`src/verilog/alu_config.svh`:
```
`ifndef ALU_CONFIG_SVH
`define ALU_CONFIG_SVH

// datapath width of the execute stage
`define DATA_WIDTH 16

// full immediate field, used by lbi and slbi
`define IMM_WIDTH 8

// short immediate used by the arithmetic and address forms
`define SHORT_IMM_WIDTH 5

// shift count taken from imm or rt
`define SHAMT_WIDTH 4

`endif

```
`src/verilog/isaPkg.sv`:
```
`default_nettype none

`include "alu_config.svh"

package isaPkg;

    typedef logic [`DATA_WIDTH-1:0] dataWord_t;

    typedef enum logic [4:0] {
        // link group returns pc
        opHalt     = 5'b00000,
        opNop      = 5'b00001,
        opSiic     = 5'b00010,
        opRti      = 5'b00011,
        opJ        = 5'b00100,
        opJr       = 5'b00101,
        opJal      = 5'b00110,
        opJalr     = 5'b00111,
        opSubi     = 5'b01000,
        opAddi     = 5'b01001,
        opAndni    = 5'b01010,
        opXori     = 5'b01011,
        opBeqz     = 5'b01100,
        opBnez     = 5'b01101,
        opBltz     = 5'b01110,
        opBgez     = 5'b01111,
        // address forms
        opSt       = 5'b10000,
        opLd       = 5'b10001,
        opSlbi     = 5'b10010,
        opStu      = 5'b10011,
        opRoli     = 5'b10100,
        opSlli     = 5'b10101,
        opRori     = 5'b10110,
        opSrli     = 5'b10111,
        opLbi      = 5'b11000,
        opBtr      = 5'b11001,
        opShiftReg = 5'b11010,
        opArithReg = 5'b11011,
        opSeq      = 5'b11100,
        opSlt      = 5'b11101,
        opSle      = 5'b11110,
        opSco      = 5'b11111
    } opcode_e;

    // meaning for opArithReg; opShiftReg reuses the bits as shift kind
    typedef enum logic [1:0] {
        fnAdd    = 2'b00,
        fnSub    = 2'b01,
        fnXor    = 2'b10,
        fnAndNot = 2'b11
    } funct_e;

    typedef struct packed {
        opcode_e                 opcode;
        funct_e                  funct;
        dataWord_t               rs;
        dataWord_t               rt;
        dataWord_t               pc;
        logic [`IMM_WIDTH-1:0]   imm;
    } instrFields_t;

endpackage

`default_nettype wire

```
`src/verilog/aluPkg.sv`:
```
`default_nettype none

package aluPkg;

    import isaPkg::*;

    typedef enum logic [1:0] {
        rtWord,
        sext5,
        zext5,
        zeroWord
    } srcSel_e;

    typedef enum logic [1:0] {
        aluAdd,
        aluXor,
        aluAndNot
    } arithOp_e;

    // bit 1 selects the right forms, bit 0 a logical shift
    typedef enum logic [1:0] {
        rotLeft    = 2'b00,
        shiftLeft  = 2'b01,
        rotRight   = 2'b10,
        shiftRight = 2'b11
    } shiftOp_e;

    typedef enum logic [2:0] {
        selPc,
        selArith,
        selShift,
        selSet,
        selLoadImm,
        selSlbi,
        selReverse
    } resultSel_e;

    typedef enum logic [3:0] {
        condNone,
        condEqz,
        condNez,
        condLtz,
        condGez,
        condSeq,
        condSlt,
        condSle,
        condSco
    } condSel_e;

    typedef struct packed {
        logic       invA;
        logic       invB;
        srcSel_e    srcSel;
        arithOp_e   arithOp;
        shiftOp_e   shiftOp;
        logic       shiftFromRt;
        resultSel_e resultSel;
        condSel_e   condSel;
    } aluCtrl_t;

    typedef struct packed {
        dataWord_t word;
        logic      zero;
        logic      lt;
        logic      carry;
    } arithResult_t;

    typedef struct packed {
        dataWord_t shifted;
        dataWord_t reversed;
        dataWord_t lbi;
        dataWord_t slbi;
    } shiftResult_t;

    typedef struct packed {
        dataWord_t result;
        logic      branchTaken;
    } stageOut_t;

endpackage

`default_nettype wire

```
`src/verilog/addLogicUnit.sv`:
```
`timescale 1ns/100ps
`default_nettype none

`include "alu_config.svh"

module addLogicUnit
    import isaPkg::*;
    import aluPkg::*;
(
    input  instrFields_t fields,
    input  aluCtrl_t     ctrl,
    output arithResult_t arith
);

    dataWord_t             immSext;
    dataWord_t             immZext;
    dataWord_t             srcB;
    dataWord_t             opA;
    dataWord_t             opB;
    dataWord_t             sum;
    logic                  carryIn;
    logic [`DATA_WIDTH:0]  carry;

    always_comb begin
        immSext = {{(`DATA_WIDTH-`SHORT_IMM_WIDTH){fields.imm[`SHORT_IMM_WIDTH-1]}},
                   fields.imm[`SHORT_IMM_WIDTH-1:0]};
        immZext = {{(`DATA_WIDTH-`SHORT_IMM_WIDTH){1'b0}}, fields.imm[`SHORT_IMM_WIDTH-1:0]};
    end

    always_comb begin
        case (ctrl.srcSel)
            sext5:    srcB = immSext;
            zext5:    srcB = immZext;
            zeroWord: srcB = '0;
            default:  srcB = fields.rt;
        endcase
    end

    // two's complement negate is invert plus carry in
    always_comb begin
        opA     = ctrl.invA ? ~fields.rs : fields.rs;
        opB     = ctrl.invB ? ~srcB : srcB;
        carryIn = ctrl.invA | ctrl.invB;
    end

    // ripple carry chain
    always_comb begin
        carry[0] = carryIn;
        for (int i = 0; i < `DATA_WIDTH; i++) begin
            sum[i]     = opA[i] ^ opB[i] ^ carry[i];
            carry[i+1] = (opA[i] & opB[i]) | (carry[i] & (opA[i] ^ opB[i]));
        end
    end

    always_comb begin
        case (ctrl.arithOp)
            aluXor:    arith.word = opA ^ opB;
            aluAndNot: arith.word = opA & ~opB;
            default:   arith.word = sum;
        endcase
        arith.zero  = ~|sum;
        // no overflow correction on lt
        arith.lt    = sum[`DATA_WIDTH-1];
        arith.carry = carry[`DATA_WIDTH];
    end

endmodule

`default_nettype wire

```
`src/verilog/aluDecode.sv`:
```
`timescale 1ns/100ps
`default_nettype none

module aluDecode
    import isaPkg::*;
    import aluPkg::*;
(
    input  opcode_e  opcode,
    input  funct_e   funct,
    output aluCtrl_t ctrl
);

    always_comb begin
        ctrl.invA        = 1'b0;
        ctrl.invB        = 1'b0;
        ctrl.srcSel      = rtWord;
        ctrl.arithOp     = aluAdd;
        ctrl.shiftOp     = rotLeft;
        ctrl.shiftFromRt = 1'b0;
        ctrl.resultSel   = selPc;
        ctrl.condSel     = condNone;

        case (opcode)
            opHalt, opNop, opSiic, opRti, opJ, opJr, opJal, opJalr: begin
                ctrl.resultSel = selPc;
            end
            // imm minus rs
            opSubi: begin
                ctrl.invA      = 1'b1;
                ctrl.srcSel    = sext5;
                ctrl.resultSel = selArith;
            end
            opAddi, opSt, opLd, opStu: begin
                ctrl.srcSel    = sext5;
                ctrl.resultSel = selArith;
            end
            opAndni: begin
                ctrl.srcSel    = zext5;
                ctrl.arithOp   = aluAndNot;
                ctrl.resultSel = selArith;
            end
            opXori: begin
                ctrl.srcSel    = zext5;
                ctrl.arithOp   = aluXor;
                ctrl.resultSel = selArith;
            end
            // adder passes rs through, flags come from the sum
            opBeqz, opBnez, opBltz, opBgez: begin
                ctrl.srcSel    = zeroWord;
                ctrl.resultSel = selArith;
                case (opcode)
                    opBeqz:  ctrl.condSel = condEqz;
                    opBnez:  ctrl.condSel = condNez;
                    opBltz:  ctrl.condSel = condLtz;
                    default: ctrl.condSel = condGez;
                endcase
            end
            opSlbi: ctrl.resultSel = selSlbi;
            opRoli: begin
                ctrl.shiftOp   = rotLeft;
                ctrl.resultSel = selShift;
            end
            opSlli: begin
                ctrl.shiftOp   = shiftLeft;
                ctrl.resultSel = selShift;
            end
            opRori: begin
                ctrl.shiftOp   = rotRight;
                ctrl.resultSel = selShift;
            end
            opSrli: begin
                ctrl.shiftOp   = shiftRight;
                ctrl.resultSel = selShift;
            end
            opLbi: ctrl.resultSel = selLoadImm;
            opBtr: ctrl.resultSel = selReverse;
            opShiftReg: begin
                ctrl.shiftOp     = shiftOp_e'(funct);
                ctrl.shiftFromRt = 1'b1;
                ctrl.resultSel   = selShift;
            end
            opArithReg: begin
                ctrl.resultSel = selArith;
                case (funct)
                    fnSub:    ctrl.invA    = 1'b1;
                    fnXor:    ctrl.arithOp = aluXor;
                    fnAndNot: ctrl.arithOp = aluAndNot;
                    default:  ctrl.arithOp = aluAdd;
                endcase
            end
            // compares work on rs minus rt
            opSeq, opSlt, opSle: begin
                ctrl.invB      = 1'b1;
                ctrl.resultSel = selSet;
                case (opcode)
                    opSeq:   ctrl.condSel = condSeq;
                    opSlt:   ctrl.condSel = condSlt;
                    default: ctrl.condSel = condSle;
                endcase
            end
            opSco: begin
                ctrl.resultSel = selSet;
                ctrl.condSel   = condSco;
            end
            default: ctrl.resultSel = selPc;
        endcase
    end

endmodule

`default_nettype wire

```
`src/verilog/executeStage.sv`:
```
`timescale 1ns/100ps
`default_nettype none

module executeStage
    import isaPkg::*;
    import aluPkg::*;
(
    input  logic         clk,
    input  logic         rstN,
    input  logic         inValid,
    input  instrFields_t fields,
    output stageOut_t    out,
    output logic         outValid
);

    aluCtrl_t     ctrl;
    arithResult_t arith;
    shiftResult_t shiftRes;

    aluDecode decode_i (
        .opcode (fields.opcode),
        .funct  (fields.funct),
        .ctrl   (ctrl)
    );

    addLogicUnit addLogic_i (
        .fields (fields),
        .ctrl   (ctrl),
        .arith  (arith)
    );

    shiftUnit shifter_i (
        .fields (fields),
        .ctrl   (ctrl),
        .shift  (shiftRes)
    );

    // output register gives the one cycle latency
    resultSelect select_i (
        .clk      (clk),
        .rstN     (rstN),
        .inValid  (inValid),
        .ctrl     (ctrl),
        .pc       (fields.pc),
        .arith    (arith),
        .shift    (shiftRes),
        .out      (out),
        .outValid (outValid)
    );

endmodule

`default_nettype wire

```
`src/verilog/resultSelect.sv`:
```
`timescale 1ns/100ps
`default_nettype none

module resultSelect
    import isaPkg::*;
    import aluPkg::*;
(
    input  logic         clk,
    input  logic         rstN,
    input  logic         inValid,
    input  aluCtrl_t     ctrl,
    input  dataWord_t    pc,
    input  arithResult_t arith,
    input  shiftResult_t shift,
    output stageOut_t    out,
    output logic         outValid
);

    dataWord_t nextWord;
    logic      setBit;
    logic      takenNext;

    always_comb begin
        case (ctrl.condSel)
            condSeq: setBit = arith.zero;
            condSlt: setBit = arith.lt;
            condSle: setBit = arith.lt | arith.zero;
            condSco: setBit = arith.carry;
            default: setBit = 1'b0;
        endcase

        // branch flags see rs through the adder
        case (ctrl.condSel)
            condEqz: takenNext = arith.zero;
            condNez: takenNext = ~arith.zero;
            condLtz: takenNext = arith.lt;
            condGez: takenNext = ~arith.lt;
            default: takenNext = 1'b0;
        endcase
    end

    always_comb begin
        case (ctrl.resultSel)
            selPc:      nextWord = pc;
            selArith:   nextWord = arith.word;
            selShift:   nextWord = shift.shifted;
            selSet:     nextWord = dataWord_t'(setBit);
            selLoadImm: nextWord = shift.lbi;
            selSlbi:    nextWord = shift.slbi;
            selReverse: nextWord = shift.reversed;
            default:    nextWord = '0;
        endcase
    end

    always_ff @(posedge clk or negedge rstN) begin
        if (!rstN) begin
            out      <= '0;
            outValid <= 1'b0;
        end else begin
            outValid <= inValid;
            // hold last result while idle
            if (inValid) begin
                out.result      <= nextWord;
                out.branchTaken <= takenNext;
            end
        end
    end

endmodule

`default_nettype wire

```
`src/verilog/shiftUnit.sv`:
```
`timescale 1ns/100ps
`default_nettype none

`include "alu_config.svh"

module shiftUnit
    import isaPkg::*;
    import aluPkg::*;
(
    input  instrFields_t fields,
    input  aluCtrl_t     ctrl,
    output shiftResult_t shift
);

    logic [`SHAMT_WIDTH-1:0] amount;
    logic                    isRight;
    logic                    isRotate;
    dataWord_t               rsReversed;
    dataWord_t               barrelIn;
    dataWord_t               barrelOut;

    function automatic dataWord_t reverseBits(input dataWord_t w);
        dataWord_t r;
        for (int i = 0; i < `DATA_WIDTH; i++) begin
            r[i] = w[`DATA_WIDTH-1-i];
        end
        return r;
    endfunction

    always_comb begin
        amount     = ctrl.shiftFromRt ? fields.rt[`SHAMT_WIDTH-1:0]
                                      : fields.imm[`SHAMT_WIDTH-1:0];
        isRight    = (ctrl.shiftOp == rotRight) || (ctrl.shiftOp == shiftRight);
        isRotate   = (ctrl.shiftOp == rotLeft) || (ctrl.shiftOp == rotRight);
        rsReversed = reverseBits(fields.rs);
        // right forms run the left barrel on flipped data
        barrelIn   = isRight ? rsReversed : fields.rs;
    end

    // one level per count bit
    always_comb begin
        barrelOut = barrelIn;
        for (int k = 0; k < `SHAMT_WIDTH; k++) begin
            if (amount[k]) begin
                if (isRotate) begin
                    barrelOut = (barrelOut << (1 << k)) | (barrelOut >> (`DATA_WIDTH - (1 << k)));
                end else begin
                    barrelOut = barrelOut << (1 << k);
                end
            end
        end
    end

    always_comb begin
        shift.shifted  = isRight ? reverseBits(barrelOut) : barrelOut;
        shift.reversed = rsReversed;
        shift.lbi      = {{(`DATA_WIDTH-`IMM_WIDTH){fields.imm[`IMM_WIDTH-1]}}, fields.imm};
        shift.slbi     = {fields.rs[`IMM_WIDTH-1:0], fields.imm};
    end

endmodule

`default_nettype wire
```
`config.mk`:
```
export PLATFORM = sky130hd
export DESIGN_NAME = executeStage
export DESIGN_NICKNAME = d
export VERILOG_FILES = /design/src/verilog/isaPkg.sv /design/src/verilog/aluPkg.sv /design/src/verilog/addLogicUnit.sv /design/src/verilog/aluDecode.sv /design/src/verilog/executeStage.sv /design/src/verilog/resultSelect.sv /design/src/verilog/shiftUnit.sv
export VERILOG_INCLUDE_DIRS = /design/src /design/src/verilog
export SDC_FILE = /design/constraint.sdc
export NUM_CORES = 1
export LEC_CHECK = 0
export CORE_MARGIN = 2
export CORE_UTILIZATION = 27
export CTS_CLUSTER_DIAMETER = 50
export DETAILED_ROUTE_END_ITERATION = 10
export DONT_BUFFER_PORTS = 1
export PLACE_DENSITY = 0.43
export SKIP_LAST_GASP = 1
export SYNTH_ARGS = -nofsm -noshare
export SYNTH_HDL_FRONTEND = slang
export SYNTH_HIERARCHICAL = 1
export SYNTH_SLANG_ARGS = --single-unit
```
`constraint.sdc`:
```
create_clock -name clk -period 1 [get_ports clk]
set_input_delay 0.1 -clock clk [delete_from_list [all_inputs] [get_ports clk]]
set_output_delay 0.1 -clock clk [all_outputs]
set_load 0.005 [all_outputs]
```
==> summary.md <==
| Metric | Value |
|---|---|
| Crit path max fanout | 12 |
| WL final | 21500 µm |
| Core area | 21200 µm² |
| Worst Slack Setup Final | -5890 ps |
| Synthesized instance count | 690 |
| CTS tree | built |
| First-pass GRT wire length | 32400 µm |
| DRC | 0 |
| Internal power | 4.11 mW |
| Post-layout min period | 6890 ps |
| Worst vdd ir | 0.592 mV |
| Die area | 22900 µm² |
| Nets | 900 |
| Most used cell, CP | fa_2 |
| Top-Level Pins | 84 |
| GRT Total Usage | 18.6% |
| Clock Skews | 0 ps |
| Largest net degree at the start of global routing | 35 |
| Pwr/cell area | 937 nW/µm² |
| WL/cell | 20.3 µm |
| Clk Latency, worst-skew pair | 250 ps |
| Detailed-route via count | 5507 |
| EDFF count, synth | 0 |
| Site Rows | 53 |
| Clock root buffer | clkbuf_16 |
| Final Util | 35.7% |
| MaxCap Viol Count | 0 |
| DRT Pass-1 Iters | 5 |
| Post-route ant nets | 0 |
| Sequential-to-total area share from yosys stat | 7.69% |
| Leak | 3.16 nW |
| Initial antenna violation count | 0 |
| Layout cell share with drive strength beyond 1 | 43.4% |
| Max-slew violations | 0 |
| Clock power frac | 12.8% |
| Vias in the first global route | 5512 |
| Sequential Power Share | 14.2% |
| Ys Warns | 6 |
| Fmax | 0.145 GHz |
| Synth top area share | 12.5% |
| Net Sw Power | 2.96 mW |
| Die W | 151 µm |
| Layout area overhead | 28.8% |
| Clock net sink count | 18 |
| Layout fillers | 2168 |
| Distinct cells, synth | 69 |
| Yosys reg bits | 18 |
| GRT overflow | 0 |
| Actual slew at the worst max-slew pin | 880 ps |
| Syn Nets | 806 |
| Final Hold Fails | 0 |
| Antenna Cells | 0 |
| Critical Path Sink Type | flop |
| Chip height | 151 µm |
| Dpl hpwl | 17700 µm |
| Worst Hold Class | in -> reg |
| Starting density of the core | 27.7% |
| Drt via density | 5.21 |
| DRT iter0 DRCs | 352 |
| Worst slack at placement | -6250 ps |
| Req. time, crit path | 1170 ps |
| Synthesized area | 5860 µm² |
| Critical-path top delay cell | fa_1 |
| Synth area leader | mux2i_1 |
| Crit path launch type | input pin |
| R2R setup slack | 130 ps |
| Final weighted congestion in routability-driven placement | 0.897 |
| Failing checks | setup timing |
| WS Path Type | in -> reg |
| Switching Share | 41.9% |
| Mapped Avg Cell Area | 8.49 µm² |
| Synth area leaders | mux2i_1 12%, dfrtp_1 7.7%, buf_4 7.3%, ha_1 7.3%, fa_1 5.5% |
| Max clock buf depth | 2 |
| Part of the cycle the worst path needs | 689% |
| Outcome | complete, but fails checks |
| Most used DFF post-synth | dfrtp_1 |
| Clk slew on worst S/H paths | 60 ps |
| Final setup violating endpoints | 17 |
| Combinational Power Share | 73.0% |
| H-tree depth | 1 |
| Crit path largest cell delay | 500 ps |
| Slew HR | 41.3% |
| RSZ-0062 raised after global routing | yes |
| WP data arrival | 7060 ps |
| Synth async-reset ratio | 100% |
| TritonCTS Buffers | 3 |
| Port Buffers | 0 |
-- what timing repair did --
item,4_1_cts,5_1_grt
pin swaps,10,22
endpoints found under the setup margin,17,35
buffers inserted,3,11
hold buffers,1,1
resized for setup,16,48
hold endpoints to repair,28,9
-- Yosys cell counts, types with 16 or more instances --
cell      n
xor2_1   29
a21oi_1  36
buf_4    57
mux2i_1  73
nand2_1  46
fa_1     16
ha_1     34
buf_2    22
o21ai_0  25
a22oi_1  18
mux2_2   18
nor2_1   41
inv_1    26
xnor2_1  21
dfrtp_1  18
-- registers in the layout, summed over array words and instances (netlist names) --
| register | flops |
|---|---|
| select_i/out | 17 |
| select_i/outValid | 1 |
-- worst max-delay path: cells and delay by family --
family          cells  cell delay [ps]
simple gates        3              560
compound gates      7             1140
fa+ha+maj          16             4530
buf+inv             8              520
xor+xnor            1              190
-- per-layer routing --
metal / GRT usage [%] / share of wire [%] / wire length, µm / up-vias
met1: 23.1 / 42 / 9040 / 2701
met2: 34.4 / 52 / 11200 / 124
met5: 0 / 0 / 0 / -
met3: 1.60 / 3.4 / 738 / 31
met4: 4.30 / 2.3 / 500 / 0
li1: - / - / - / 2651
-- worst paths after layout --
kind,startpoint,end,cells after the start
hold reg to reg,select_i/out[5],select_i/out[5],2
setup / recovery,fields[60],select_i/out[1],35
min in group asynchronous,rstN,select_i/out[15],1
setup reg to reg,select_i/out[2],select_i/out[2],2
hold / removal,inValid,select_i/out[3],1
max in group asynchronous,rstN,select_i/out[13],1
-- metrics by stage --
stage / TNS, ps / total power, mW / cells / hold slack (ps) / area [µm²]
6_report: -68470 / 7.07 / 1058 / 5.26 / 7540
5_1_grt: -71220 / 7.57 / 1058 / 0.808 / 7540
4_1_cts: -68390 / 6.76 / 1048 / -125 / 7270
3_5_place_dp: -74760 / 5.70 / 1040 / -195 / 7080
3_3_place_gp: -73350 / 5.66 / 1040 / -195 / 7080
2_1_floorplan: -71510 / 4.01 / 690 / -196 / 5960
-- placed cells by master (no fill, tap or decap), drive strengths merged, types with 6 or more instances in the layout --
cell and n:
mux2i 77, mux4 8, nand3b 7, o211ai 14, nand2 46, a21oi 36, nand3 11, nor2b 12
o31ai 6, inv 26, o221ai 7, o21ai 31, a22oi 21, a32oi 7, ha 34, fa 16
mux2 23, nor3 22, xor2 29, xnor2 22, nor2 41, a31o 9, dfrtp 18, buf 191
a221oi 12
-- final cells by class --
class                      instances  area (µm²)  area share, %
multi-input combinational        542        4960           65.8
timing repair buffer             193        1600           21.2
sequential                        18         450           5.97
tap                              275         344           4.56
inverter                          26        97.6           1.29
clock buffer                       4        88.8           1.18
-- power by group through the flow --
stage	Combinational, mW	Clock, mW	Sequential [mW]
global route	5.59	0.951	1.02
global placement	4.63	0	1.02
finish	5.16	0.903	1.01
CTS	4.84	0.910	1.01
detailed placement	4.68	0	1.02
floorplan	3.04	0	0.975
-- cell families after synthesis --
group | share of synthesized area [%]
XOR/XNOR | 7.95
AND/OR/NAND/NOR | 16.1
AO/OA/AOI/OAI | 20.3
adder cells (fa/ha/maj) | 12.7
flip-flops | 7.69
buffers and inverters | 13.5
multiplexers | 21.7
No activity file was read; power rests on OpenSTA's default activity.
